## config.mk

```make
export PLATFORM = sky130hd
export DESIGN_NAME = address_stage
export DESIGN_NICKNAME = d
export VERILOG_FILES = /design/src/source/lsu_pkg.sv /design/src/source/address_stage.sv
export SDC_FILE = /design/constraint.sdc
export NUM_CORES = 1
export LEC_CHECK = 0
export BUFFER_PORTS_ARGS = -buffer_cell sky130_fd_sc_hd__buf_2
export CAP_MARGIN = 30
export CORE_MARGIN = 1
export CORE_UTILIZATION = 53
export CTS_CLUSTER_DIAMETER = 60
export DETAILED_ROUTE_END_ITERATION = 10
export GPL_TIMING_DRIVEN = 0
export PLACE_DENSITY = 0.84
export SLEW_MARGIN = 40
export SYNTH_ARGS = -nofsm -noshare
export SYNTH_HDL_FRONTEND = slang
export SYNTH_SLANG_ARGS = --single-unit
```

## constraint.sdc

```tcl
create_clock -name clock -period 4.1 [get_ports clock]
set_input_delay 0.41 -clock clock [delete_from_list [all_inputs] [get_ports clock]]
set_output_delay 0.41 -clock clock [all_outputs]
set_load 0.01 [all_outputs]
```

## src/source/lsu_pkg.sv

```systemverilog
`default_nettype none

package lsu_pkg;

    // Data word and byte address
    typedef logic [31:0] word_t;

    typedef logic [4:0] reg_addr_t;

    // One bit per byte lane
    typedef logic [3:0] strobe_t;

    typedef logic [1:0] size_t;

    typedef logic [3:0] cause_t;

    localparam size_t SIZE_BYTE = 2'd0;
    localparam size_t SIZE_HALF = 2'd1;
    localparam size_t SIZE_WORD = 2'd2;

    // Machine exception codes for loads and stores
    localparam cause_t CAUSE_LOAD_MISALIGNED  = 4'd4;
    localparam cause_t CAUSE_LOAD_FAULT       = 4'd5;
    localparam cause_t CAUSE_STORE_MISALIGNED = 4'd6;
    localparam cause_t CAUSE_STORE_FAULT      = 4'd7;

    // Words in the data memory
    localparam int MEM_WORDS = 256;

    typedef enum logic [1:0] {
        IDLE,
        SETUP,
        ACCESS
    } apb_state_t;

endpackage

`default_nettype wire

```

## src/source/address_stage.sv

```systemverilog
`timescale 1ns/1ps
`default_nettype none

module address_stage (
    input  wire logic              clock,
    input  wire logic              reset,
    input  wire logic              op_valid,
    input  wire logic              op_store,
    input  wire lsu_pkg::size_t    op_size,
    input  wire logic              op_unsigned,
    input  wire lsu_pkg::word_t    op_base,
    input  wire lsu_pkg::word_t    op_offset,
    input  wire lsu_pkg::word_t    op_sdata,
    input  wire lsu_pkg::reg_addr_t op_rd,
    input  wire logic              a_ready,
    output logic                   op_ready,
    output logic                   a_valid,
    output logic                   a_store,
    output lsu_pkg::size_t         a_size,
    output logic                   a_unsigned,
    output lsu_pkg::word_t         a_addr,
    output lsu_pkg::strobe_t       a_strobe,
    output lsu_pkg::word_t         a_wdata,
    output lsu_pkg::reg_addr_t     a_rd,
    output logic                   a_fault,
    output lsu_pkg::cause_t        a_cause
);

    logic             accept;
    lsu_pkg::word_t   addr;
    lsu_pkg::strobe_t strobe;
    lsu_pkg::word_t   wdata;
    logic             misaligned;

    // Slot frees up in the same cycle the memory stage takes it
    assign op_ready = !a_valid || a_ready;
    assign accept   = op_valid && op_ready;
    assign addr     = op_base + op_offset;

    always_comb begin
        case (op_size)
            lsu_pkg::SIZE_BYTE: begin
                strobe     = 4'b0001 << addr[1:0];
                wdata      = {4{op_sdata[7:0]}};
                misaligned = 1'b0;
            end
            lsu_pkg::SIZE_HALF: begin
                strobe     = 4'b0011 << addr[1:0];
                wdata      = {2{op_sdata[15:0]}};
                misaligned = addr[0];
            end
            default: begin
                strobe     = 4'b1111;
                wdata      = op_sdata;
                misaligned = |addr[1:0];
            end
        endcase
    end

    always_ff @(posedge clock) begin
        if (!reset) begin
            a_valid <= 1'b0;
        end else if (accept) begin
            a_valid <= 1'b1;
        end else if (a_ready) begin
            a_valid <= 1'b0;
        end
    end

    always_ff @(posedge clock) begin
        if (accept) begin
            a_store    <= op_store;
            a_size     <= op_size;
            a_unsigned <= op_unsigned;
            a_addr     <= addr;
            a_strobe   <= strobe;
            a_wdata    <= wdata;
            a_rd       <= op_rd;
            a_fault    <= misaligned;
            if (!misaligned) begin
                a_cause <= '0;
            end else if (op_store) begin
                a_cause <= lsu_pkg::CAUSE_STORE_MISALIGNED;
            end else begin
                a_cause <= lsu_pkg::CAUSE_LOAD_MISALIGNED;
            end
        end
    end

    // Held operation must not vanish under back-pressure
    assert property (@(posedge clock) disable iff (!reset)
        a_valid && !a_ready |=> a_valid);

endmodule

`default_nettype wire

```

Word level (Yosys, flattened, before mapping)
Cells that the tools add are included.

Register bits: 83. Input bits: 109.

$add $sub $neg: 1. Eq/ne operators: 1. Shift operators: 2. Muxes and demuxes: 6. Reductions and logical operators: 6.

Operators with widths (number): case mux 32 bit (2 select lines) (1); adder 32 bit (1); case mux 4 bit (2 select lines) (1); left shift 1 x 2 -> 4 bit, first input constant (1); left shift 2 x 2 -> 4 bit, first input constant (1); equality test 2 x 1 -> 1 bit, second input constant (1); zero test 2 bit (1); two-way mux 1 bit (2); two-way mux 2 bit (1); case mux 1 bit (2 select lines) (1); nonzero test 2 bit (1); OR reduction 2 bit (1); logical AND 1 bit (1); zero test 1 bit (1); logical OR 1 bit (1).

Longest topological paths before layout
Depth in word-level cells: 4. Depth in mapped cells: 10.

Least setup slack after synthesis
OpenSTA, ideal clock, no wires.

Kind: in2reg. Start: input a_ready. End: register a_addr[0] (enable). Arrival time: 2.484 ns. Required time: 3.653 ns. Path slack: 1.169 ns. Stages: 2. Buffers on the path: 0. Cells stage by stage: nand2b_1 > and2_1.

Cells in the longest elaborated chain, start to end: 2.

RTL lines: start, declared (RTL line address_stage.sv:15) `input wire logic a_ready,`; logical OR 1 bit (RTL line address_stage.sv:36) `assign op_ready = !a_valid || a_ready;`; logical AND 1 bit (RTL line address_stage.sv:37) `assign accept = op_valid && op_ready;`; via accept (RTL line address_stage.sv:29) `logic accept;`; end signal, assigned (RTL line address_stage.sv:75) `a_addr <= addr;`; end, declared (RTL line address_stage.sv:21) `output lsu_pkg::word_t a_addr,`.

The timed path passes the listed nets, and every way through them passes these cells. A chain may end at the register's enable or synchronous reset.

Worst setup path in the final report
Start: input op_base[0]. End: register a_addr[26], data pin.

Cells in the longest elaborated chain, start to end: 1.

RTL lines: start, declared (RTL line address_stage.sv:11) `input wire lsu_pkg::word_t op_base,`; adder 32 bit (RTL line address_stage.sv:38) `assign addr = op_base + op_offset;`; via addr[26] (RTL line address_stage.sv:30) `lsu_pkg::word_t addr;`.

The timed path passes the listed nets, and every way through them passes these cells.

==> run summary <==
Critical Path RT = 4200 ps
Setup crit start = op_base[0]
Via/cell ratio = 5.47
Core Area = 0.00868 sq mm
Clock Tree Root = clkbuf_8
R2r worst-path depth = 3
Post-CTS Setup Repair Bufs = 0
Slew Limit Fails = 0
Total CTS buffers = 9
Critical Path Source Type = input port
Post-synth top cells = edfxtp_1, a21oi_1, ha_1, o21ai_0, nand2_1
RR Startpoint = a_valid
Pwr dens = 354 mW/mm^2
Mapped cell area = 0.00471 sq mm
Diodes inserted = 0
Horiz. Die Dim = 96.3 um
Drt total wl = 11.1 mm
Placer Congestion = 0.870
Initial antenna violation count = 0
DRT iter0 DRCs = 165
Pre-Repair DR Iteration Count = 4
WHS = 232 ps
Cell count after synthesis = 405
Share of layout cells above drive strength 1 = 0.395
CP Depth = 11
Largest net degree at the start of global routing = 45
Pre-CTS worst setup slack = 1150 ps
Post-synthesis register bit count = 81
Die area = 0.00927 sq mm
Fin crit share = 0.641
Total track usage = 0.233
Max Clock Skew = 11.1 ps
Fin area = 0.00601 sq mm
Ys async rst share = 0
TritonCTS clock tree = done
Slowest-stage cell, CP = fa_1
Most common cell in the netlist = edfxtp_1
PortBufs = 190
Max Fanout on Critical Path = 4
Starting Density = 0.543
Outcome = complete, no violations
Cell variety after synth = 55
Max Clk Rate = 380 MHz
Hold crit path type = in -> reg
Global-route wire length before repair = 16.3 mm
Rel. slew slack = 0.455
Row cnt = 34
Layout Nets = 749
Slowest Stage Delay on Critical Path = 410 ps
Synth area leader = edfxtp_1
Top FF cell, synth = edfxtp_1
Worst skew pair latency = 340 ps
Tmin final = 2630 ps
Via count of the first global-routing pass = 3558
Critical path's top delay family = compound AO/OA/AOI/OAI gates
Final hold violations = 0
CP Capture Type = flip-flop
Clock sinks = 81
Avg Cell Area, Syn = 11.6 sq um
# IOs = 193
Die height = 96.3 um
# hold bufs at CTS = 0
Crit-path cells = buf_2 > ha_1 > inv_1 > fa_1 > nor2b_2 > o2111ai_2 > a21oi_1 > o21ai_0 > o211ai_2 > a41oi_1 > xnor2_1
Max IR drop VDD = 174 uV
DR WL/cell = 15.4 um
Final setup margin = 1470 ps
Syn. warnings = 0
Antenna Nets Post-Route = 0
DP HPWL = 8.57 mm
Drc violations = 0
Placed cell areas = 0.00583 sq mm
Crit Path Category = in -> reg
R2R setup slack = 2490 ps
Yosys top cell area share = 0.510
Post-synth EDFFs = 80
Number of buffer and inverter stages on the critical path = 2
Sum of negative setup slack = 0 ps
Critical R2R Capture = a_wdata[7]
Post_cts resized = 0
Worst-Margin Slew = 818 ps
Sequential area share after synthesis = 0.514
Clock Tree Buf Depth = 2
Max-cap violations = 0
H-tree Lvls = 3
Gr ovfl total = 0
RSZ-0062 raised after global routing = false
Critical path endpoint = a_addr[26]
CTS clk-pin slew, worst paths = 90 ps
Arr. time, crit path = 2730 ps
Main area contributors after synthesis = edfxtp_1, ha_1, mux2_2
Final setup fails = 0
Total power = 2.12 mW
Vias = 3945
Area Overhead vs Synth = 27.4%
Leakage = 2.64 nW
-- stage by stage --
stage	cells	utilization
floorplan	406	-
global placement	704	0.669
detailed placement	705	0.671
CTS	721	0.692
global route	721	0.692
finish	721	0.692
-- cell families after synthesis --
group                      count (synthesis)  synth area share
and+or+nand+nor                           96            0.0993
buffers and inverters                     28            0.0257
DFF                                       81             0.514
other                                      1          0.000796
adders and majority gates                 32            0.0865
xor gates and xnor gates                  25            0.0465
muxes                                     26            0.0595
AOI/OAI and AO/OA                        116             0.168
-- area by class of cell --
| type | count | area [sq um] |
|---|---|---|
| timing repair buffer | 191 | 971 |
| tap | 108 | 135 |
| multi-input combinational | 297 | 2180 |
| clock inverter | 7 | 53.8 |
| sequential | 81 | 2420 |
| fill | 661 | 2670 |
| inverter | 16 | 60.1 |
| buffer | 12 | 61.3 |
| clock buffer | 9 | 124 |
-- metal layers --
| metal | part of all wire | GRT usage |
|---|---|---|
| met1 | 0.40 | 0.270 |
| met2 | 0.50 | 0.411 |
| met3 | 0.069 | 0.0427 |
| met4 | 0.030 | 0.116 |
| met5 | 0 | 0 |
-- placed cells by master, fill, tap and decap left out, types with 13 or more instances in the layout --
master / count
mux2_2: 16
edfxtp_1: 80
nor2_1: 24
xnor2_1: 19
buf_2: 191
ha_1: 31
nand2_1: 28
a21oi_1: 35
inv_1: 16
nand3_1: 13
o21ai_0: 30
-- how the worst min path moves through the flow --
stage | start | endpoint | cells after the start
2_1_floorplan | op_rd[0] | a_rd[0] | 0
3_3_place_gp | a_valid | a_valid | 2
3_5_place_dp | op_rd[2] | a_rd[2] | 1
4_1_cts | op_rd[1] | a_rd[1] | 1
5_1_grt | op_rd[1] | a_rd[1] | 1
6_report | op_rd[1] | a_rd[1] | 1
-- sequential cells by signal, summed over array words and instances (netlist names) --
name,count
a_addr,32
a_wdata,32
a_rd,5
a_strobe,4
a_cause,2
a_size,2
a_fault,1
a_store,1
a_unsigned,1
a_valid,1
-- power breakdown --
group          leakage (nW)  total [mW]  switching [mW]  internal, mW
combinational          1.78       0.555           0.314         0.241
clock                0.0827       0.538           0.312         0.225
sequential            0.782        1.03          0.0174          1.01
total                  2.64        2.12           0.644          1.48
No activity file was read; power rests on OpenSTA's default activity.
