<file path="src/source/lsu_pkg.sv">
`default_nettype none

package lsu_pkg;

    // Data word and byte address
    typedef logic [31:0] word_t;

    typedef logic [4:0] reg_addr_t;

    // One bit per byte lane
    typedef logic [3:0] strobe_t;

    typedef logic [1:0] size_t;

    typedef logic [3:0] cause_t;

    localparam size_t SIZE_BYTE = 2'd0;
    localparam size_t SIZE_HALF = 2'd1;
    localparam size_t SIZE_WORD = 2'd2;

    // Machine exception codes for loads and stores
    localparam cause_t CAUSE_LOAD_MISALIGNED  = 4'd4;
    localparam cause_t CAUSE_LOAD_FAULT       = 4'd5;
    localparam cause_t CAUSE_STORE_MISALIGNED = 4'd6;
    localparam cause_t CAUSE_STORE_FAULT      = 4'd7;

    // Words in the data memory
    localparam int MEM_WORDS = 256;

    typedef enum logic [1:0] {
        IDLE,
        SETUP,
        ACCESS
    } apb_state_t;

endpackage

`default_nettype wire

</file>
<file path="src/source/memory_stage.sv">
`timescale 1ns/1ps
`default_nettype none

module memory_stage (
    input  wire logic               clock,
    input  wire logic               reset,
    input  wire logic               a_valid,
    input  wire logic               a_store,
    input  wire lsu_pkg::size_t     a_size,
    input  wire logic               a_unsigned,
    input  wire lsu_pkg::word_t     a_addr,
    input  wire lsu_pkg::strobe_t   a_strobe,
    input  wire lsu_pkg::word_t     a_wdata,
    input  wire lsu_pkg::reg_addr_t a_rd,
    input  wire logic               a_fault,
    input  wire lsu_pkg::cause_t    a_cause,
    input  wire lsu_pkg::word_t     prdata,
    input  wire logic               pready,
    input  wire logic               pslverr,
    output logic                    a_ready,
    output logic                    psel,
    output logic                    penable,
    output logic                    pwrite,
    output lsu_pkg::word_t          paddr,
    output lsu_pkg::word_t          pwdata,
    output lsu_pkg::strobe_t        pstrb,
    output logic                    m_valid,
    output logic                    m_store,
    output lsu_pkg::size_t          m_size,
    output logic                    m_unsigned,
    output logic [1:0]              m_offset,
    output lsu_pkg::word_t          m_rdata,
    output lsu_pkg::reg_addr_t      m_rd,
    output lsu_pkg::word_t          m_addr,
    output logic                    m_fault,
    output lsu_pkg::cause_t         m_cause
);

    lsu_pkg::apb_state_t state;
    logic                take;
    logic                done;
    logic                hold_store;
    lsu_pkg::size_t      hold_size;
    logic                hold_unsigned;
    lsu_pkg::reg_addr_t  hold_rd;

    assign done = (state == lsu_pkg::ACCESS) && pready;
    // A faulted op waits for IDLE so it never collides with a completing transfer
    assign a_ready = (state == lsu_pkg::IDLE) || (done && !a_fault);
    assign take    = a_valid && a_ready;

    assign psel    = state != lsu_pkg::IDLE;
    assign penable = state == lsu_pkg::ACCESS;
    assign pwrite  = hold_store;

    always_ff @(posedge clock) begin
        if (!reset) begin
            state   <= lsu_pkg::IDLE;
            m_valid <= 1'b0;
        end else begin
            m_valid <= done || (take && a_fault);
            case (state)
                lsu_pkg::IDLE: begin
                    if (take && !a_fault) begin
                        state <= lsu_pkg::SETUP;
                    end
                end
                lsu_pkg::SETUP: state <= lsu_pkg::ACCESS;
                lsu_pkg::ACCESS: begin
                    if (pready) begin
                        state <= take ? lsu_pkg::SETUP : lsu_pkg::IDLE;
                    end
                end
                default: state <= lsu_pkg::IDLE;
            endcase
        end
    end

    always_ff @(posedge clock) begin
        if (take && !a_fault) begin
            hold_store    <= a_store;
            hold_size     <= a_size;
            hold_unsigned <= a_unsigned;
            hold_rd       <= a_rd;
            paddr         <= a_addr;
            pwdata        <= a_wdata;
            pstrb         <= a_store ? a_strobe : '0;
        end
    end

    always_ff @(posedge clock) begin
        if (done) begin
            m_store    <= hold_store;
            m_size     <= hold_size;
            m_unsigned <= hold_unsigned;
            m_rd       <= hold_rd;
            m_addr     <= paddr;
            m_offset   <= paddr[1:0];
            m_rdata    <= prdata;
            m_fault    <= pslverr;
            if (!pslverr) begin
                m_cause <= '0;
            end else begin
                m_cause <= hold_store ? lsu_pkg::CAUSE_STORE_FAULT : lsu_pkg::CAUSE_LOAD_FAULT;
            end
        end else if (take && a_fault) begin
            // Misaligned op skips the bus
            m_store    <= a_store;
            m_size     <= a_size;
            m_unsigned <= a_unsigned;
            m_rd       <= a_rd;
            m_addr     <= a_addr;
            m_offset   <= a_addr[1:0];
            m_rdata    <= '0;
            m_fault    <= 1'b1;
            m_cause    <= a_cause;
        end
    end

    assert property (@(posedge clock) disable iff (!reset) penable |-> psel);

    assert property (@(posedge clock) disable iff (!reset) penable |-> $stable(paddr));

endmodule

`default_nettype wire

</file>
<file path="config.mk">
export PLATFORM = sky130hd
export DESIGN_NAME = memory_stage
export DESIGN_NICKNAME = d
export VERILOG_FILES = /design/src/source/lsu_pkg.sv /design/src/source/memory_stage.sv
export SDC_FILE = /design/constraint.sdc
export NUM_CORES = 1
export LEC_CHECK = 0
export BUFFER_PORTS_ARGS = -buffer_cell sky130_fd_sc_hd__buf_2
export CAP_MARGIN = 20
export CORE_UTILIZATION = 50
export DETAILED_ROUTE_END_ITERATION = 7
export PLACE_DENSITY_LB_ADDON = 0.3
export REMOVE_ABC_BUFFERS = 1
export SLEW_MARGIN = 20
export SYNTH_ARGS = -nofsm -noshare
export SYNTH_HDL_FRONTEND = slang
export SYNTH_SLANG_ARGS = --single-unit
</file>
<file path="constraint.sdc">
create_clock -name clock -period 14.48 [get_ports clock]
set_input_delay 1.448 -clock clock [delete_from_list [all_inputs] [get_ports clock]]
set_output_delay 1.448 -clock clock [all_outputs]
set_load 0.02 [all_outputs]
</file>
### Yosys cells after proc, flatten, opt, wreduce, memory -nomap -nowiden

Cells that the tools add are included.

* register bits after elaboration: 160
* bits in latches: 0
* memories kept: 0
* RAM bits: 0
* word-level logic and storage cells: 58
* bits in read-only memories: 0

* muxes and demuxes: 24
* bitwise logic cells: 0
* multipliers: 0
* order comparisons: 0
* divide/modulo/power cells: 0
* shifts and indexed selects: 0
* add/subtract/negate cells: 0
* reduce and logical (&&, ||, !) cells: 12
* eq/ne operators: 4

Operator list (number)
* 32-bit two-way mux: 4
* 2-bit two-way mux: 7
* 5-bit two-way mux: 2
* 4-bit two-way mux: 2
* 1-bit two-way mux: 7
* 2-bit case mux with 3 select lines: 1
* 1-bit logical AND: 5
* 2-bit nonzero test: 2
* 3-bit two-way mux: 1
* 2-bit by 1-bit == test with 1-bit output, second input constant: 1
* 2-bit == test, second input constant: 1
* 2-bit logical NOT: 1
* 1-bit logical OR: 2
* 2-bit by 1-bit != test with 1-bit output, second input constant: 1
* 2-bit != test, second input constant: 1
* 2-bit AND reduction: 1
* 1-bit logical NOT: 1

### Depth between registers and ports, before layout

* word-level depth: 8
* mapped depth: 5
* gate-level depth less buffers: 2

### Worst setup path after synthesis

No wires, ideal clock.

* path type: input port to flip-flop
* start point: in a_fault
* end point: reg hold_rd[0] (enable)
* library setup time: 0.607 ns
* stages: 2
* path buffers: 0
* slack: 7.062 ns
* arrival: 6.811 ns
* cells stage by stage: nand2b_1 > nor3_1

* longest elaborated chain between the ends: 5

Ends and longest elaborated chain
* start: declaration: RTL line memory_stage.sv:15 `input wire logic a_fault,`
* 1-bit logical NOT *: RTL line memory_stage.sv:49, memory_stage.sv:80
* 1-bit logical AND: RTL line memory_stage.sv:49 `assign a_ready = (state == lsu_pkg::IDLE) || (done && !a_fault);`
* 1-bit logical OR: RTL line memory_stage.sv:49
* 1-bit logical AND: RTL line memory_stage.sv:50 `assign take = a_valid && a_ready;`
* 1-bit logical AND *: RTL line memory_stage.sv:80 `if (take && !a_fault) begin`
* end signal: assignment: RTL line memory_stage.sv:84 `hold_rd <= a_rd;`
* end: declaration: RTL line memory_stage.sv:45 `lsu_pkg::reg_addr_t hold_rd;`

Every way passes the cells marked *; elsewhere a longest branch is shown, timed or not.
A chain may end at the register's enable or synchronous reset.

### Worst setup path in the final report

* start point: in a_fault
* end point: out a_ready

* longest elaborated chain between the ends: 3

Ends and longest elaborated chain
* 1-bit logical NOT: RTL line memory_stage.sv:49
* 1-bit logical AND: RTL line memory_stage.sv:49
* 1-bit logical OR: RTL line memory_stage.sv:49
* end: declaration: RTL line memory_stage.sv:20 `output logic a_ready,`

Every way passes these cells.

==> results summary <==
The run finished with clean final reports. The weighted congestion at the end of routability-driven global placement came out at 0.789. The total power density per cell area came out at between 100 and 150 nW/um^2. The final-report hold violation count is 0. The row count came out at 39. Sequential cells were found to cover about four fifths of the synthesized design area. Once the clock tree was built, the setup fixing pass inserted 0 buffers.

The routed length per placed instance came out at 17.3 um. The predominant post-synthesis flop cell is sky130_fd_sc_hd__edfxtp_1. The repair_antennas step left the layout with diodes totalling 0. The final worst hold slack is 0.550 ns. The number of cells produced by synthesis came out at around 270. The core region is 11400 um^2. The top achievable clock speed came out at 291 MHz. The cell area that synthesis handed to floorplanning was 5820 um^2.

The startpoint identified for the worst hold timing path is hold_unsigned$_DFFE_PP_. The most heavily used metal layer in global routing is met2. The via count of the first global-routing pass is 3278. Global routing consumed, on the met1 layer, 20.7% of the routing resources.

The ratio of final minimum period to clock period is 23.7%. The tool flagged a number of max-cap violations equal to 0. The top-level I/O count came out at 272.

STA classifies the critical path startpoint as an input port. The fraction of final layout cells with drive strength greater than 1 came out at 61.5%. The post-cts hold buffer count is 0. The worst setup path is captured at a primary output. The area share of the largest cell type after synthesis is about four fifths. The post-synthesis average cell area is 21.5 um^2. The final total negative setup slack came out at 0 ns. For this block, the via count after detailed routing is 3393.

The number of synthesized register bits came out at 158. After the first detailed-routing iteration, the DRC count stood at between 150 and 200. Across the routed clock network, the largest skew measured is 0.00624 ns. The worst setup path is of the input port to primary output kind. The worst path arrival time came out at slightly below 2 ns. The total of buffers placed on input and output ports came out at 271. Among all cell types in the netlist, the one instantiated most often is sky130_fd_sc_hd__edfxtp_1. The number of distinct standard cells referenced by the synthesized netlist came out at 21. In the post-synthesis netlist, the biggest area contributors are sky130_fd_sc_hd__edfxtp_1 80%, sky130_fd_sc_hd__mux2_4 9.6%, sky130_fd_sc_hd__and2_1 4.0%, sky130_fd_sc_hd__buf_6 1.2%, sky130_fd_sc_hd__mux2_2 1.2%.

Summed over all nets, the half-perimeter wirelength after detailed placement is 8590 um. The number of enable-type register cells in the synthesized netlist came out at 155. The sink count of the clock tree came out at 158. The post-synthesis to final-layout area growth is 34.9%. The die footprint came out at 12100 um^2. The met3 routing resource usage after global routing came out at 9.66%.

The final critical path time including I/O delays and setup came out at 3.43 ns. The die outline height came out at 110 um. The slew at the pin closest to its max-slew limit is 1.07 ns. The setup-violating endpoint count in the final report came out at 0. The first detailed-routing pass took 4 iterations.

The total grt overflow is 0. The relative slew slack is around 29%. The share of async-settable or async-resettable flops after synthesis came out at 0%. The required time of the critical path is 13.03 ns.

The first global-routing pass estimated 17000 um of wire. Setup repair after global routing left no endpoint under its margin. The CTS root buffer is sky130_fd_sc_hd__clkbuf_16. The routed wire length came out at 12100 um.

The startpoint identified for the worst register-to-register timing path is state[1]$_SDFFE_PN0P_. The largest buffer count on any clock path is 2. The peak supply drop came out at roughly 0.081 mV. The count of final max-slew check failures came out at 0. Sorting the synthesized cells by how often they occur yields 155 x sky130_fd_sc_hd__edfxtp_1, 37 x sky130_fd_sc_hd__and2_1, 37 x sky130_fd_sc_hd__mux2_4.

Once the floorplan was initialized, standard cells occupied 51.1% of the core. The later pin in the worst-skew pair is clocked with a latency of 0.41 ns. The number of H-tree branching levels is 4. The post-detailed-route via-to-cell ratio came out at 4.83. The largest total area in the synthesized netlist belongs to sky130_fd_sc_hd__edfxtp_1. Tracing the worst setup path back leads to its startpoint at a_fault. The number of buffers created by CTS is 17. The number of design rule violations left after detail routing is 0. The aggregate global-route resource usage came out at 19.8%. The initial antenna violation count came out at 0. With fillers left out, the area of the finished cells amounts to 7850 um^2. The count of nets left with antenna violations once routing finished came out at 0. TritonCTS built the clock tree. The maximum number of pins on one net before global-route repair came out at 79.

In the final design database the tool counted 669 nets. The global-route met2 utilization is between 30% and 40%. The warning count from the yosys run is 0. Along the worst path, the maximum fanout reaches 3. The die is 110 um wide. The clock input transition at the sequential cells of the worst setup and hold paths came out at 0.06 ns. The tightest min-delay check is of the register to register type.

Summed over all cells, the static leakage comes to about 3.4 nW. The post-cts resize count is 0. The instance area after placement came out at 7270 um^2.
==> cell type report <==
| type | instances | area [um^2] |
|---|---|---|
| multi-input combinational | 99 | 1000 |
| inverter | 2 | 7.51 |
| sequential | 158 | 4710 |
| clock inverter | 10 | 149 |
| fill | 761 | 3520 |
| timing repair buffer | 272 | 1360 |
| tap | 143 | 179 |
| clock buffer | 18 | 429 |
==> kinds of logic (layout without fill, tap and decap cells) <==
group,count (synthesis),count (layout),share of synthesized area (%)
mux,44,44,10.9
flops,158,158,81.1
simple gates,52,52,5.90
compound gates,3,3,0.258
buf+inv,14,302,1.89
==> state kept, by name, summed over array words and instances, names as in the netlist <==
signal and cells:
m_size 2, m_store 1, pstrb 4, hold_size 2, m_cause 4, m_rd 5, m_valid 1, hold_unsigned 1
state 2, m_addr 31, m_unsigned 1, m_fault 1, hold_rd 5, paddr 32, pwrite 1, m_rdata 32
m_offset 1, pwdata 32
==> per-stage QoR <==
stage                     setup WS, ns  std cells  util, %  power (W)
after floorplan                   7.06        259        -   0.000600
after global placement           10.66        674     63.9   0.000639
after detailed placement         10.60        674     63.9   0.000642
after CTS                        11.03        702     69.0    0.00108
after global routing             10.94        702     69.0    0.00111
final                            11.05        702     69.0    0.00107
==> critical path, cell delays in order <==
cell                       delay [ns]
sky130_fd_sc_hd__buf_2           0.11
sky130_fd_sc_hd__nand2b_1        0.13
sky130_fd_sc_hd__a21oi_1         0.12
sky130_fd_sc_hd__buf_2           0.17
==> final timing paths <==
path                               end  slack (ns)  cells past startpoint
setup / recovery               a_ready       11.05                      4
hold / removal    m_unsigned$_DFFE_PP_        0.55                      1
setup reg to reg  m_addr[21]$_DFFE_PP_       11.74                      2
hold reg to reg   m_unsigned$_DFFE_PP_        0.55                      1
==> layout by cell type (no fill, tap or decap), types with 3 or more instances in the layout <==
cell	netlist	layout
sky130_fd_sc_hd__bufinv_16	0	4
sky130_fd_sc_hd__clkinv_1	0	3
sky130_fd_sc_hd__nand2b_1	4	4
sky130_fd_sc_hd__edfxtp_1	155	155
sky130_fd_sc_hd__clkbuf_16	0	17
sky130_fd_sc_hd__mux2_2	6	6
sky130_fd_sc_hd__dfxtp_1	3	3
sky130_fd_sc_hd__mux2_4	37	37
sky130_fd_sc_hd__buf_2	0	271
sky130_fd_sc_hd__a21oi_1	3	3
sky130_fd_sc_hd__and2_1	37	37
==> power by group <==
part / internal [W] / switching, W
Combinational: 0.0000369 / 0.0000575
Clock: 0.000282 / 0.000158
Sequential: 0.000530 / 0.00000676
Total: 0.000849 / 0.000222
==> per-layer routing <==
layer | wire, um | vias to the layer above
li1 | - | 1588
met1 | 4320 | 1587
met2 | 6220 | 200
met3 | 1330 | 18
met4 | 258 | 0
met5 | 0 | -
Note: power is estimated with default switching activity, not from simulation.
