===== src/source/lsu_pkg.sv =====
`default_nettype none

package lsu_pkg;

    // Data word and byte address
    typedef logic [31:0] word_t;

    typedef logic [4:0] reg_addr_t;

    // One bit per byte lane
    typedef logic [3:0] strobe_t;

    typedef logic [1:0] size_t;

    typedef logic [3:0] cause_t;

    localparam size_t SIZE_BYTE = 2'd0;
    localparam size_t SIZE_HALF = 2'd1;
    localparam size_t SIZE_WORD = 2'd2;

    // Machine exception codes for loads and stores
    localparam cause_t CAUSE_LOAD_MISALIGNED  = 4'd4;
    localparam cause_t CAUSE_LOAD_FAULT       = 4'd5;
    localparam cause_t CAUSE_STORE_MISALIGNED = 4'd6;
    localparam cause_t CAUSE_STORE_FAULT      = 4'd7;

    // Words in the data memory
    localparam int MEM_WORDS = 256;

    typedef enum logic [1:0] {
        IDLE,
        SETUP,
        ACCESS
    } apb_state_t;

endpackage

`default_nettype wire


===== src/source/writeback_stage.sv =====
`timescale 1ns/1ps
`default_nettype none

module writeback_stage (
    input  wire logic               clock,
    input  wire logic               reset,
    input  wire logic               m_valid,
    input  wire logic               m_store,
    input  wire lsu_pkg::size_t     m_size,
    input  wire logic               m_unsigned,
    input  wire logic [1:0]         m_offset,
    input  wire lsu_pkg::word_t     m_rdata,
    input  wire lsu_pkg::reg_addr_t m_rd,
    input  wire lsu_pkg::word_t     m_addr,
    input  wire logic               m_fault,
    input  wire lsu_pkg::cause_t    m_cause,
    output logic                    reg_wren,
    output lsu_pkg::reg_addr_t      reg_waddr,
    output lsu_pkg::word_t          reg_wdata,
    output logic                    exc_valid,
    output lsu_pkg::cause_t         exc_cause,
    output lsu_pkg::word_t          exc_addr
);

    lsu_pkg::word_t shifted;
    lsu_pkg::word_t load_data;

    // Bring the addressed lane down to bit 0
    assign shifted = m_rdata >> {m_offset, 3'b000};

    always_comb begin
        case (m_size)
            lsu_pkg::SIZE_BYTE:
                load_data = m_unsigned ? {24'b0, shifted[7:0]} : {{24{shifted[7]}}, shifted[7:0]};
            lsu_pkg::SIZE_HALF:
                load_data = m_unsigned ? {16'b0, shifted[15:0]}
                                       : {{16{shifted[15]}}, shifted[15:0]};
            default:
                load_data = m_rdata;
        endcase
    end

    always_ff @(posedge clock) begin
        if (!reset) begin
            reg_wren  <= 1'b0;
            exc_valid <= 1'b0;
        end else begin
            // x0 is hardwired, so no write
            reg_wren  <= m_valid && !m_fault && !m_store && (m_rd != '0);
            exc_valid <= m_valid && m_fault;
        end
    end

    always_ff @(posedge clock) begin
        if (m_valid) begin
            reg_waddr <= m_rd;
            reg_wdata <= load_data;
            exc_cause <= m_cause;
            exc_addr  <= m_addr;
        end
    end

    assert property (@(posedge clock) disable iff (!reset) !(reg_wren && exc_valid));

endmodule

`default_nettype wire


===== config.mk =====
export PLATFORM = sky130hd
export DESIGN_NAME = writeback_stage
export DESIGN_NICKNAME = d
export VERILOG_FILES = /design/src/source/lsu_pkg.sv /design/src/source/writeback_stage.sv
export SDC_FILE = /design/constraint.sdc
export NUM_CORES = 1
export LEC_CHECK = 0
export BUFFER_PORTS_ARGS = -buffer_cell sky130_fd_sc_hd__buf_2
export CAP_MARGIN = 15
export CORE_MARGIN = 2
export CORE_UTILIZATION = 40
export CTS_CLUSTER_DIAMETER = 30
export DETAILED_ROUTE_END_ITERATION = 16
export GPL_ROUTABILITY_DRIVEN = 0
export PLACE_DENSITY = 0.84
export SLEW_MARGIN = 40
export SYNTH_ARGS = -nofsm -noshare
export SYNTH_HDL_FRONTEND = slang
export SYNTH_SLANG_ARGS = --single-unit

===== constraint.sdc =====
create_clock -name clock -period 1.9 [get_ports clock]
set_input_delay 0.285 -clock clock [delete_from_list [all_inputs] [get_ports clock]]
set_output_delay 0.285 -clock clock [all_outputs]
set_load 0.03 [all_outputs]

# After elaboration in Yosys (flattened, before gate mapping)
# Index checks and enable logic that the tools add are counted.
# W data, S select, Z words.
# word_totals
reg_bits	75
latch_bits	0
ramBits	0
rom_bits	0
input_bits	83
out_inout_bits	75
word_cells	19
mem_count	0
# op_classes
add_sub_neg	0
multipliers	0
div_mod_pow	0
magnitude_cmp	0
eq_ne	1
shifts	1
muxes	3
bitwise_logic	0
n_reduce_logical	8
# op_table
cell	count
$mux W32	2
$pmux W32 S2	1
$shr A32 B5 Y16	1
$reduce_bool A5 Y1	1
$logic_and A1 B1 Y1	4
$eq A2 B1 Y1 const B	1
$logic_not A1 Y1	2
$logic_not A2 Y1	1

# Longest topological paths before layout
# Gate-level depths: netlist of run 1.
# depth
word_depth	4
mapped_depth	5
mapped_depth_nobuf	3

# Least setup slack after synthesis of run 1
# OpenSTA, ideal clock, no wires.
# synth_path
path_type	input to register
from	in m_offset[1]
to	reg reg_wdata[21] (data pin)
setup_ns	0.266
arrival_time_ns	1.565
required_time_ns	1.634
path_slack_ns	0.069
cell_stages	5
n_path_buf	2
cell_sequence	buf_6 -> mux4_2 -> a221oi_4 -> buf_6 -> o21ai_1
# synth_via
elab_chain_len	3
word_cells_on_any_way	4
cone_classes	shift (1); mux (3)
# synth_rtl
item	line_no	source
from (decl)	writeback_stage.sv:11	input wire logic [1:0] m_offset,
$shr A32 B5 Y16 (*)	writeback_stage.sv:29	assign shifted = m_rdata >> {m_offset, 3'b000};
$mux W32 (on tied branches)	writeback_stage.sv:36, writeback_stage.sv:34	
$pmux W32 S2 (*)	writeback_stage.sv:32	case (m_size)
via load_data[21]	writeback_stage.sv:26	lsu_pkg::word_t load_data;
to (signal assigned)	writeback_stage.sv:57	reg_wdata <= load_data;
to (decl)	writeback_stage.sv:19	output lsu_pkg::word_t reg_wdata,
# The timed path passes the listed nets; every way through them passes the cells marked *.
# A chain may end at the register's enable or synchronous reset.

# Worst setup path after layout of run 1
# layout_path
from	in m_offset[1]
to	reg reg_wdata[28] (data pin)
# The elaborated chain is that of the path after synthesis.

==> key figures, run 1 <==
Clocking
  • H-tree levels: 3
  • CTS resizes: 0
  • Clock Pin Slew Worst Setup and Hold Paths: 0.08 ns
  • Root Driver: clkbuf_8
  • Cts hold-fix bufs: 0
  • Post CTS Setup Buffer Count: 0
  • Sink Count: 75
  • TritonCTS buffer count: 9
  • CTS max path bufs: 2
  • CTS tree: built

Power
  • Internal power: 2960 uW
  • Switching Fraction: 0.273
  • Power per cell area: 976 nW/um^2
  • Comb pwr share: 0.187
  • Max IR drop VDD: 0.398 mV
  • Flop pwr share: 0.493
  • Clock share of power: 0.320
  • Pleak: 0.00184 uW
  • P_sw: 1110 uW

Final layout
  • P&R area growth vs syn: 39.2%
  • Share of layout cells above drive strength 1: 0.510
  • Commonest non-fill, non-tap cell in the layout: buf_2
  • Fin nets: 443
  • Ant diodes: 0
  • Commonest non-fill, non-tap cells in the layout: buf_2 (157), edfxtp_1 (73), nand2_1 (29)
  • Final Util: 0.576

Critical path
  • Largest delay share family, worst path: multiplexers
  • Critical path buffers and inverters: 2
  • CP max stage delay: 0.56 ns
  • CP max stage cell: mux4_2
  • Crit start category: primary input
  • Critical Path End Type: register
  • Worst Path Max Fanout: 9
  • CP required: 1.97 ns
  • CP Class: primary input to register
  • Arrival @ worst endpoint: 1.58 ns
  • Crit-path cells: buf_2, mux4_2, a221oi_4, buf_4, o21ai_1

Synthesis
  • Cells after synthesis: 193
  • Synth cell types: 29
  • Seq/Total Area, Yosys: 0.744
  • Synth Area per Inst: 15.5 um^2
  • Synth Warn #: 0
  • Syn nets: 276
  • Yosys reg bits: 75
  • Synthesized area: 3000 um^2

STA
  • Relative slew slack: 0.680
  • Hold Vio Cnt, Final: 0
  • Tmin final: 1.51 ns
  • RSZ-0062 raised after global routing: no
  • Slew of the pin with the lowest slew margin: 0.479 ns
  • Max Transition Viols Final: 0
  • Max Fclk: 664 MHz
  • Fin crit share: 0.793
  • Final setup TNS: 0 ns
  • Final setup fails: 0

Routing
  • Vias post-DR: 2335
  • Antenna viol nets, final: 0
  • Drt wl/cell: 16.6 um
  • DR vias/cell: 5.03
  • Length of the first detailed-routing pass in iterations: 4
  • Starting DRT DRC Count: 111
  • # DRC: 0
  • Routed WL: 7690 um

Floorplan
  • Die area: 8210 um^2
  • Core Area: 7250 um^2
  • Vert. Die Dim: 90.6 um
  • Rows: 31
  • Die extent in x: 90.6 um
  • Starting Density: 0.414
  • I/O Pins: 158

Placement
  • HPWL Detailed: 5970 um
  • # port buffers: 157

Global route
  • GRT Resource Usage Total: 0.183
  • Largest net degree at the start of global routing: 33
  • Global-route wire length before repair: 11400 um
  • Vias in the first global route: 2239
  • Initial antenna violation count: 0
  • Congestion Overflow GR: 0

Run
  • Max-cap viol count: 0

Outcome
  • Status: complete, no violations

Worst hold path
  • HP Class: primary input to register
-- power by group through the flow --
stage          logic, uW  clock network [uW]  registers (uW)
3_5_place_dp         765                   0            2050
6_report             762                1300            2010
4_1_cts              765                1330            2010
5_1_grt              804                1410            2020
3_3_place_gp         748                   0            2050
2_1_floorplan        152                   0            2340
-- cell usage after synthesis (all sizes together) --
library cell  number  area (um^2)
a2111oi            1         8.76
a211oi             1         7.51
a21oi              1         5.00
a221oi             1         26.3
a22o               6         52.6
a2bb2oi            2         17.5
and3               1         6.26
and4b              1         10.0
buf                2         22.5
clkbuf            10         37.5
clkinv             1         3.75
dfxtp              2         40.0
edfxtp            73         2190
inv                3         11.3
mux2               1         11.3
mux2i              7         70.1
mux4               1         22.5
nand2             29          109
nand3              1         5.00
nand3b             7         52.6
nor2               1         3.75
nor2b              2         12.5
nor3               1         5.00
o211a              7         70.1
o21ai             17         85.1
o21bai             1         7.51
o2bb2ai            6         52.6
o31ai              7         52.6
-- layer usage --
metal  GRT usage  wire [um]  part of all wire
met1       0.204       2860              0.37
met2       0.314       3880              0.50
met3      0.0659        708             0.092
met4      0.0769        233             0.030
met5           0          0                 0
-- logic make-up (layout without fill, tap and decap cells) --
kind of cell	after synthesis	count (layout)	synth area share
DFF	75	75	0.744
and+or+nand+nor	43	43	0.0680
muxes	9	9	0.0346
AOI/OAI and AO/OA	50	50	0.128
buffers and inverters	16	188	0.0250
-- final timing paths --
path       endpoint  cells after the start   startpoint  slack [ns]
max   reg_wdata[28]                      5  m_offset[1]        0.39
min        reg_wren                      2      m_store        0.11
-- stage by stage --
step	worst slack [ns]	total power [uW]	hold slack, ns	instance area, um^2	cells
after floorplan	0.0693	2500	0.368	3000	193
after global placement	0.0850	2790	0.459	3960	448
after detailed placement	0.0243	2810	0.463	3960	448
after CTS	0.400	4110	0.0986	4180	464
after global routing	0.334	4240	0.0898	4180	464
final	0.394	4080	0.110	4180	464
-- layout make-up --
| cell class | count | area (um^2) |
|---|---|---|
| Fill cell | 580 | 3080 |
| Sequential cell | 75 | 2230 |
| Timing Repair Buffer | 168 | 893 |
| Multi-Input combinational cell | 102 | 693 |
| Clock buffer | 10 | 128 |
| Tap cell | 99 | 124 |
| Clock inverter | 6 | 90.1 |
| Inverter | 4 | 15.0 |
-- flip-flops by register name, indices dropped and copies added, names as in the netlist --
| register | cells |
|---|---|
| exc_valid | 1 |
| exc_cause | 4 |
| reg_wren | 1 |
| reg_waddr | 5 |
| reg_wdata | 32 |
| exc_addr | 32 |
Note: power is estimated with default switching activity, not from simulation.
==> run 2, diff against run 1 <==
==> constraint.sdc (replaced) <==
create_clock -name clock -period 1.3 [get_ports clock]
set_input_delay 0.195 -clock clock [delete_from_list [all_inputs] [get_ports clock]]
set_output_delay 0.195 -clock clock [all_outputs]
set_load 0.03 [all_outputs]
==> key figures, run 2 (synthesis gave the netlist of run 1 again) <==
Outcome
  • Status: complete, but fails checks
  • Violated checks: setup timing

Clocking
  • CTS max path bufs: 2 (unchanged)
  • Cts hold-fix bufs: 0 (unchanged)
  • H-tree levels: 3 (unchanged)
  • TritonCTS buffer count: 9 (unchanged)
  • Sink Count: 75 (unchanged)
  • CTS tree: built
  • Clock Pin Slew Worst Setup and Hold Paths: 0.08 ns (about the same)
  • Root Driver: clkbuf_8

Floorplan
  • Rows: 31 (unchanged)
  • Die area: 8210 um^2 (unchanged)
  • Vert. Die Dim: 90.6 um (unchanged)
  • Die extent in x: 90.6 um (unchanged)
  • Core Area: 7250 um^2 (unchanged)
  • Starting Density: 0.414 (unchanged)
  • I/O Pins: 158 (unchanged)

Power
  • Pleak: 0.00193 uW (+4.7%)
  • Max IR drop VDD: 0.515 mV (+29%)
  • Power per cell area: 1400 nW/um^2 (+44%)
  • Power, Total: 6080 uW (+49%)

Critical path
  • CP Launch Point: m_offset[1]
  • Crit start category: primary input
  • Arrival @ worst endpoint: 1.45 ns (-0.13 ns)
  • Worst setup endpoint: reg_wdata[17]
  • Worst Path Max Fanout: 8 (-1)
  • Critical Path End Type: register
  • CP Class: primary input to register
  • CP required: 1.39 ns (-0.58 ns)

Routing
  • Vias post-DR: 2352 (+0.73%)
  • DR vias/cell: 4.94 (-1.8%)
  • Length of the first detailed-routing pass in iterations: 5 (+1)
  • Antenna viol nets, final: 0 (unchanged)
  • Routed WL: 7920 um (+3.0%)
  • Drt wl/cell: 16.6 um (+0.43%)
  • Starting DRT DRC Count: 125 (+13%)
  • # DRC: 0 (unchanged)

STA
  • Hold Vio Cnt, Final: 0 (unchanged)
  • Final setup fails: 16 (+16)
  • Max Fclk: 734 MHz
  • RSZ-0062 raised after global routing: yes
  • Tmin final: 1.36 ns
  • Relative slew slack: 0.773 (+0.0928)
  • Slew of the pin with the lowest slew margin: 0.332 ns (-0.147 ns)
  • Max Transition Viols Final: 0 (unchanged)
  • Fin crit share: 1.05
  • Final worst setup slack: -0.0627 ns (-0.457 ns)

Final layout
  • Sequential cell area: 2230 um^2 (unchanged)
  • Final Util: 0.597 (+0.0217)
  • Largest registers: exc_addr (32), reg_wdata (32), reg_waddr (5)
  • Ant diodes: 0 (unchanged)
  • Commonest non-fill, non-tap cells in the layout: buf_2 (155), edfxtp_1 (73), nand2_1 (29)
  • P&R area growth vs syn: 44.4%
  • Fillcell total: 579 (-0.17%)
  • Share of layout cells above drive strength 1: 0.557 (+0.0474)
  • Commonest non-fill, non-tap cell in the layout: buf_2
  • Fin nets: 455 (+2.7%)
  • Multi-input combinational cell area: 737 um^2 (+6.3%)

Global route
  • Largest net degree at the start of global routing: 31 (-6.1%)
  • Initial antenna violation count: 0 (unchanged)
  • Congestion Overflow GR: 0 (unchanged)
  • Global-route wire length before repair: 11600 um (+2.0%)
  • GRT Resource Usage Total: 0.188 (+0.00530)
  • Vias in the first global route: 2239 (unchanged)

Placement
  • # port buffers: 157 (unchanged)
  • HPWL Detailed: 6020 um (+0.82%)

Run
  • Max-cap viol count: 0 (unchanged)

Worst hold path
  • HP Class: primary input to register
[run 2: cell types whose count changed in the layout (fill, tap and decap cells not counted), moves of 2 or more]
cell     delta
buf_2       -2
buf_4       +9
o21ai_1     -4
o21ai_2    +10
o21ai_0     -6
inv_6       +2
buf_6       +5
[run 2: worst max-delay path, cell delays in order]
cell and delay [ns]:
buf_8 0.08, mux4_2 0.53, a221oi_4 0.35, buf_6 0.21, o21ai_2 0.08
[run 2: cell type report]
cell class / instances / area share
Sequential cell: 75 / 0.515
Timing Repair Buffer: 180 / 0.231
Multi-Input combinational cell: 102 / 0.170
Clock buffer: 9 / 0.0286
Tap cell: 99 / 0.0286
Clock inverter: 7 / 0.0228
Inverter: 4 / 0.00347
[run 2: how the worst min path moves through the flow]
stage,start,endpoint,slack [ns],cells after the start
final,m_store,reg_wren,0.02,2
after global routing,m_store,reg_wren,0.01,2
after CTS,m_store,reg_wren,0.01,2
after detailed placement,m_addr[20],exc_addr[20],0.37,1
after global placement,m_store,reg_wren,0.37,2
after floorplan,m_fault,reg_wren,0.28,1
[run 2: power breakdown]
group	internal (uW)	leakage [uW]	switching, uW
Sequential	2890	0.000728	48.9
Clock	1090	0.000110	867
Combinational	397	0.00109	785
Total	4380	0.00193	1700
[run 2: repair_timing]
| item | in CTS | in global routing |
|---|---|---|
| gates resized for setup | 14 | 13 |
| cloned | 1 | 0 |
| setup endpoints to repair | 22 | 23 |
| buffers inserted | 3 | 0 |
| pin swaps | 2 | 5 |
[run 2: routing by layer]
layer  GRT usage  wire length, um  vias up
li1            -                -     1111
met1       0.221             2970     1092
met2       0.319             4090      137
met3      0.0409              667       12
met4       0.105              189        0
met5           0                0        -
[run 2: metrics by stage]
step	worst slack (ns)	setup TNS (ns)	cells	area, um^2	hold slack (ns)
3_3_place_gp	-0.375	-9.55	458	4030	0.370
6_report	-0.0627	-0.576	476	4330	0.0245
3_5_place_dp	-0.449	-10.93	458	4030	0.374
4_1_cts	-0.0743	-0.934	478	4330	0.0118
2_1_floorplan	-0.398	-7.88	193	3010	0.278
5_1_grt	-0.0769	-0.939	476	4330	0.0117
==> run 3, diff against run 2 <==
--- a/config.mk
+++ b/config.mk
@@ -12,6 +12,7 @@
 export CTS_CLUSTER_DIAMETER = 30
 export DETAILED_ROUTE_END_ITERATION = 16
 export GPL_ROUTABILITY_DRIVEN = 0
+export GPL_TIMING_DRIVEN = 0
 export PLACE_DENSITY = 0.84
 export SLEW_MARGIN = 40
 export SYNTH_ARGS = -nofsm -noshare
==> key figures, run 3 (synthesis gave the netlist of run 1 again) <==
STA
  • Final worst setup slack: -0.0782 ns (-0.0155 ns)
  • Hold Vio Cnt, Final: 0 (unchanged)
  • Fin crit share: 1.06 (+0.0119)
  • Slew of the pin with the lowest slew margin: 0.578 ns (+0.246 ns)
  • Relative slew slack: 0.614 (-0.158)
  • Tmin final: 1.38 ns (+0.0155 ns)
  • RSZ-0062 raised after global routing: yes
  • Hold slack: 0.0256 ns (+0.00109 ns)
  • Max Transition Viols Final: 0 (unchanged)
  • Final setup fails: 14 (-2)
  • Max Fclk: 726 MHz (-1.1%)

Global route
  • GR Util met2: 0.327 (+0.00808)
  • Met1 Resource Use GR: 0.216 (-0.00428)
  • Initial antenna violation count: 0 (unchanged)
  • Vias in the first global route: 2305 (+2.9%)
  • Global-route wire length before repair: 11700 um (+1.1%)
  • Largest net degree at the start of global routing: 46 (+48%)
  • GRT Resource Usage Total: 0.187 (-0.000519)
  • Gr busiest metal: met2
  • Congestion Overflow GR: 0 (unchanged)
  • Met3 Track Usage GR: 0.0601 (+0.0192)

Routing
  • Drt wl/cell: 16.8 um (+1.1%)
  • Starting DRT DRC Count: 117 (-6.4%)
  • DR vias/cell: 5.01 (+1.4%)
  • Routed WL: 7920 um (about the same)
  • Antenna viol nets, final: 0 (unchanged)
  • Length of the first detailed-routing pass in iterations: 4 (-1)
  • # DRC: 0 (unchanged)
  • Vias post-DR: 2359 (+0.30%)

Power
  • Internal power: 4190 uW (-4.4%)
  • Power, Total: 5880 uW (-3.2%)
  • Comb pwr share: 0.200 (+0.006)
  • Power per cell area: 1370 nW/um^2 (-2.1%)
  • Flop pwr share: 0.499 (+0.016)
  • Clock share of power: 0.300 (-0.023)
  • P_sw: 1690 uW (-0.33%)
  • Switching Fraction: 0.288 (+0.00844)
  • Max IR drop VDD: 0.501 mV (-2.6%)
  • Pleak: 0.00188 uW (-2.6%)

Critical path
  • Crit-path cells: buf_12, mux4_2, a221oi_4, buf_12, buf_8, o21ai_1
  • CP required: 1.39 ns (about the same)
  • Critical Path End Type: register
  • Most used cell, CP: buf_12
  • Worst Path Max Fanout: 6 (-2)
  • CP max stage cell: mux4_2
  • CP Class: primary input to register
  • Critical path buffers and inverters: 3 (+1)
  • CP max stage delay: 0.53 ns (about the same)
  • Largest delay share family, worst path: multiplexers
  • Crit start category: primary input
  • Arrival @ worst endpoint: 1.47 ns (+0.02 ns)

Final layout
  • Largest registers: exc_addr (32), reg_wdata (32), reg_waddr (5)
  • Commonest non-fill, non-tap cells in the layout: buf_2 (150), edfxtp_1 (73), nand2_1 (28)
  • P&R area growth vs syn: 42.7%
  • Ant diodes: 0 (unchanged)
  • Fin nets: 450 (-1.1%)
  • Final instance area: 4280 um^2 (-1.2%)
  • Commonest non-fill, non-tap cell in the layout: buf_2
  • Share of layout cells above drive strength 1: 0.535 (-0.0221)

Run
  • Max-cap viol count: 0 (unchanged)

Placement
  • HPWL Detailed: 5910 um (-1.7%)
  • Placed Area: 3930 um^2 (-2.5%)
  • # port buffers: 155 (-1.3%)

Clocking
  • TritonCTS buffer count: 9 (unchanged)
  • Sink Count: 75 (unchanged)
  • CTS max path bufs: 2 (unchanged)
  • Root Driver: clkbuf_8
  • Clock Pin Slew Worst Setup and Hold Paths: 0.08 ns (about the same)
  • H-tree levels: 3 (unchanged)
  • CTS tree: built

Floorplan
  • Die area: 8210 um^2 (unchanged)
  • Starting Density: 0.414 (unchanged)
  • Rows: 31 (unchanged)
  • Die extent in x: 90.6 um (unchanged)
  • Vert. Die Dim: 90.6 um (unchanged)
  • Core Area: 7250 um^2 (unchanged)
  • I/O Pins: 158 (unchanged)

Outcome
  • Status: complete, but fails checks
  • Violated checks: setup timing

Worst hold path
  • HP Class: primary input to register
run 3: cell types whose count changed in the layout (fill, tap and decap cells not counted), sizes merged:
cell	change
buf	-15
bufinv	-1
clkbuf	+10
clkinvlp	+1
run 3: power by group through the flow:
stage | registers [uW] | clock network [uW] | logic (uW)
after floorplan | 3430 | 0 | 225
after global placement | 2990 | 0 | 1070
after detailed placement | 2990 | 0 | 1100
after CTS | 2940 | 1810 | 1160
after global routing | 2960 | 1910 | 1250
final | 2940 | 1770 | 1180
run 3: timing repair:
item	CTS	global route
setup buffers	6	0
pin swaps	2	4
resized for setup	14	18
setup endpoints to repair	23	27
hold buffers	0	0
gates cloned	1	0
run 3: metal layers:
metal  share of wire  routed length, um  vias up
li1                -                  -     1099
met1            0.38               2990     1135
met2            0.53               4180      117
met3           0.080                633        8
met4           0.015                120        0
met5               0                  0        -
run 3: through the flow:
| stage | cells | worst slack [ns] | setup TNS, ns | util |
|---|---|---|---|---|
| finish | 471 | -0.0782 | -0.886 | 0.590 |
| global route | 471 | -0.0899 | -1.05 | 0.590 |
| CTS | 471 | -0.0674 | -1.03 | 0.584 |
| detailed placement | 448 | -0.594 | -13.93 | 0.542 |
| global placement | 447 | -0.642 | -49.75 | 0.539 |
| floorplan | 193 | -0.398 | -7.88 | - |
run 3: area by class of cell:
| cell class | count | area (um^2) |
|---|---|---|
| Timing Repair Buffer | 163 | 896 |
| Fill cell | 607 | 2970 |
| Clock buffer | 9 | 124 |
| Multi-Input combinational cell | 102 | 733 |
| Buffer | 12 | 78.8 |
| Tap cell | 99 | 124 |
| Inverter | 4 | 16.3 |
| Sequential cell | 75 | 2230 |
| Clock inverter | 7 | 76.3 |
run 3: final timing paths:
| check | to | depth (start not counted) | start |
|---|---|---|---|
| worst max-delay path | reg_wdata[24] | 6 | m_offset[1] |
| worst min-delay path | reg_wren | 2 | m_store |
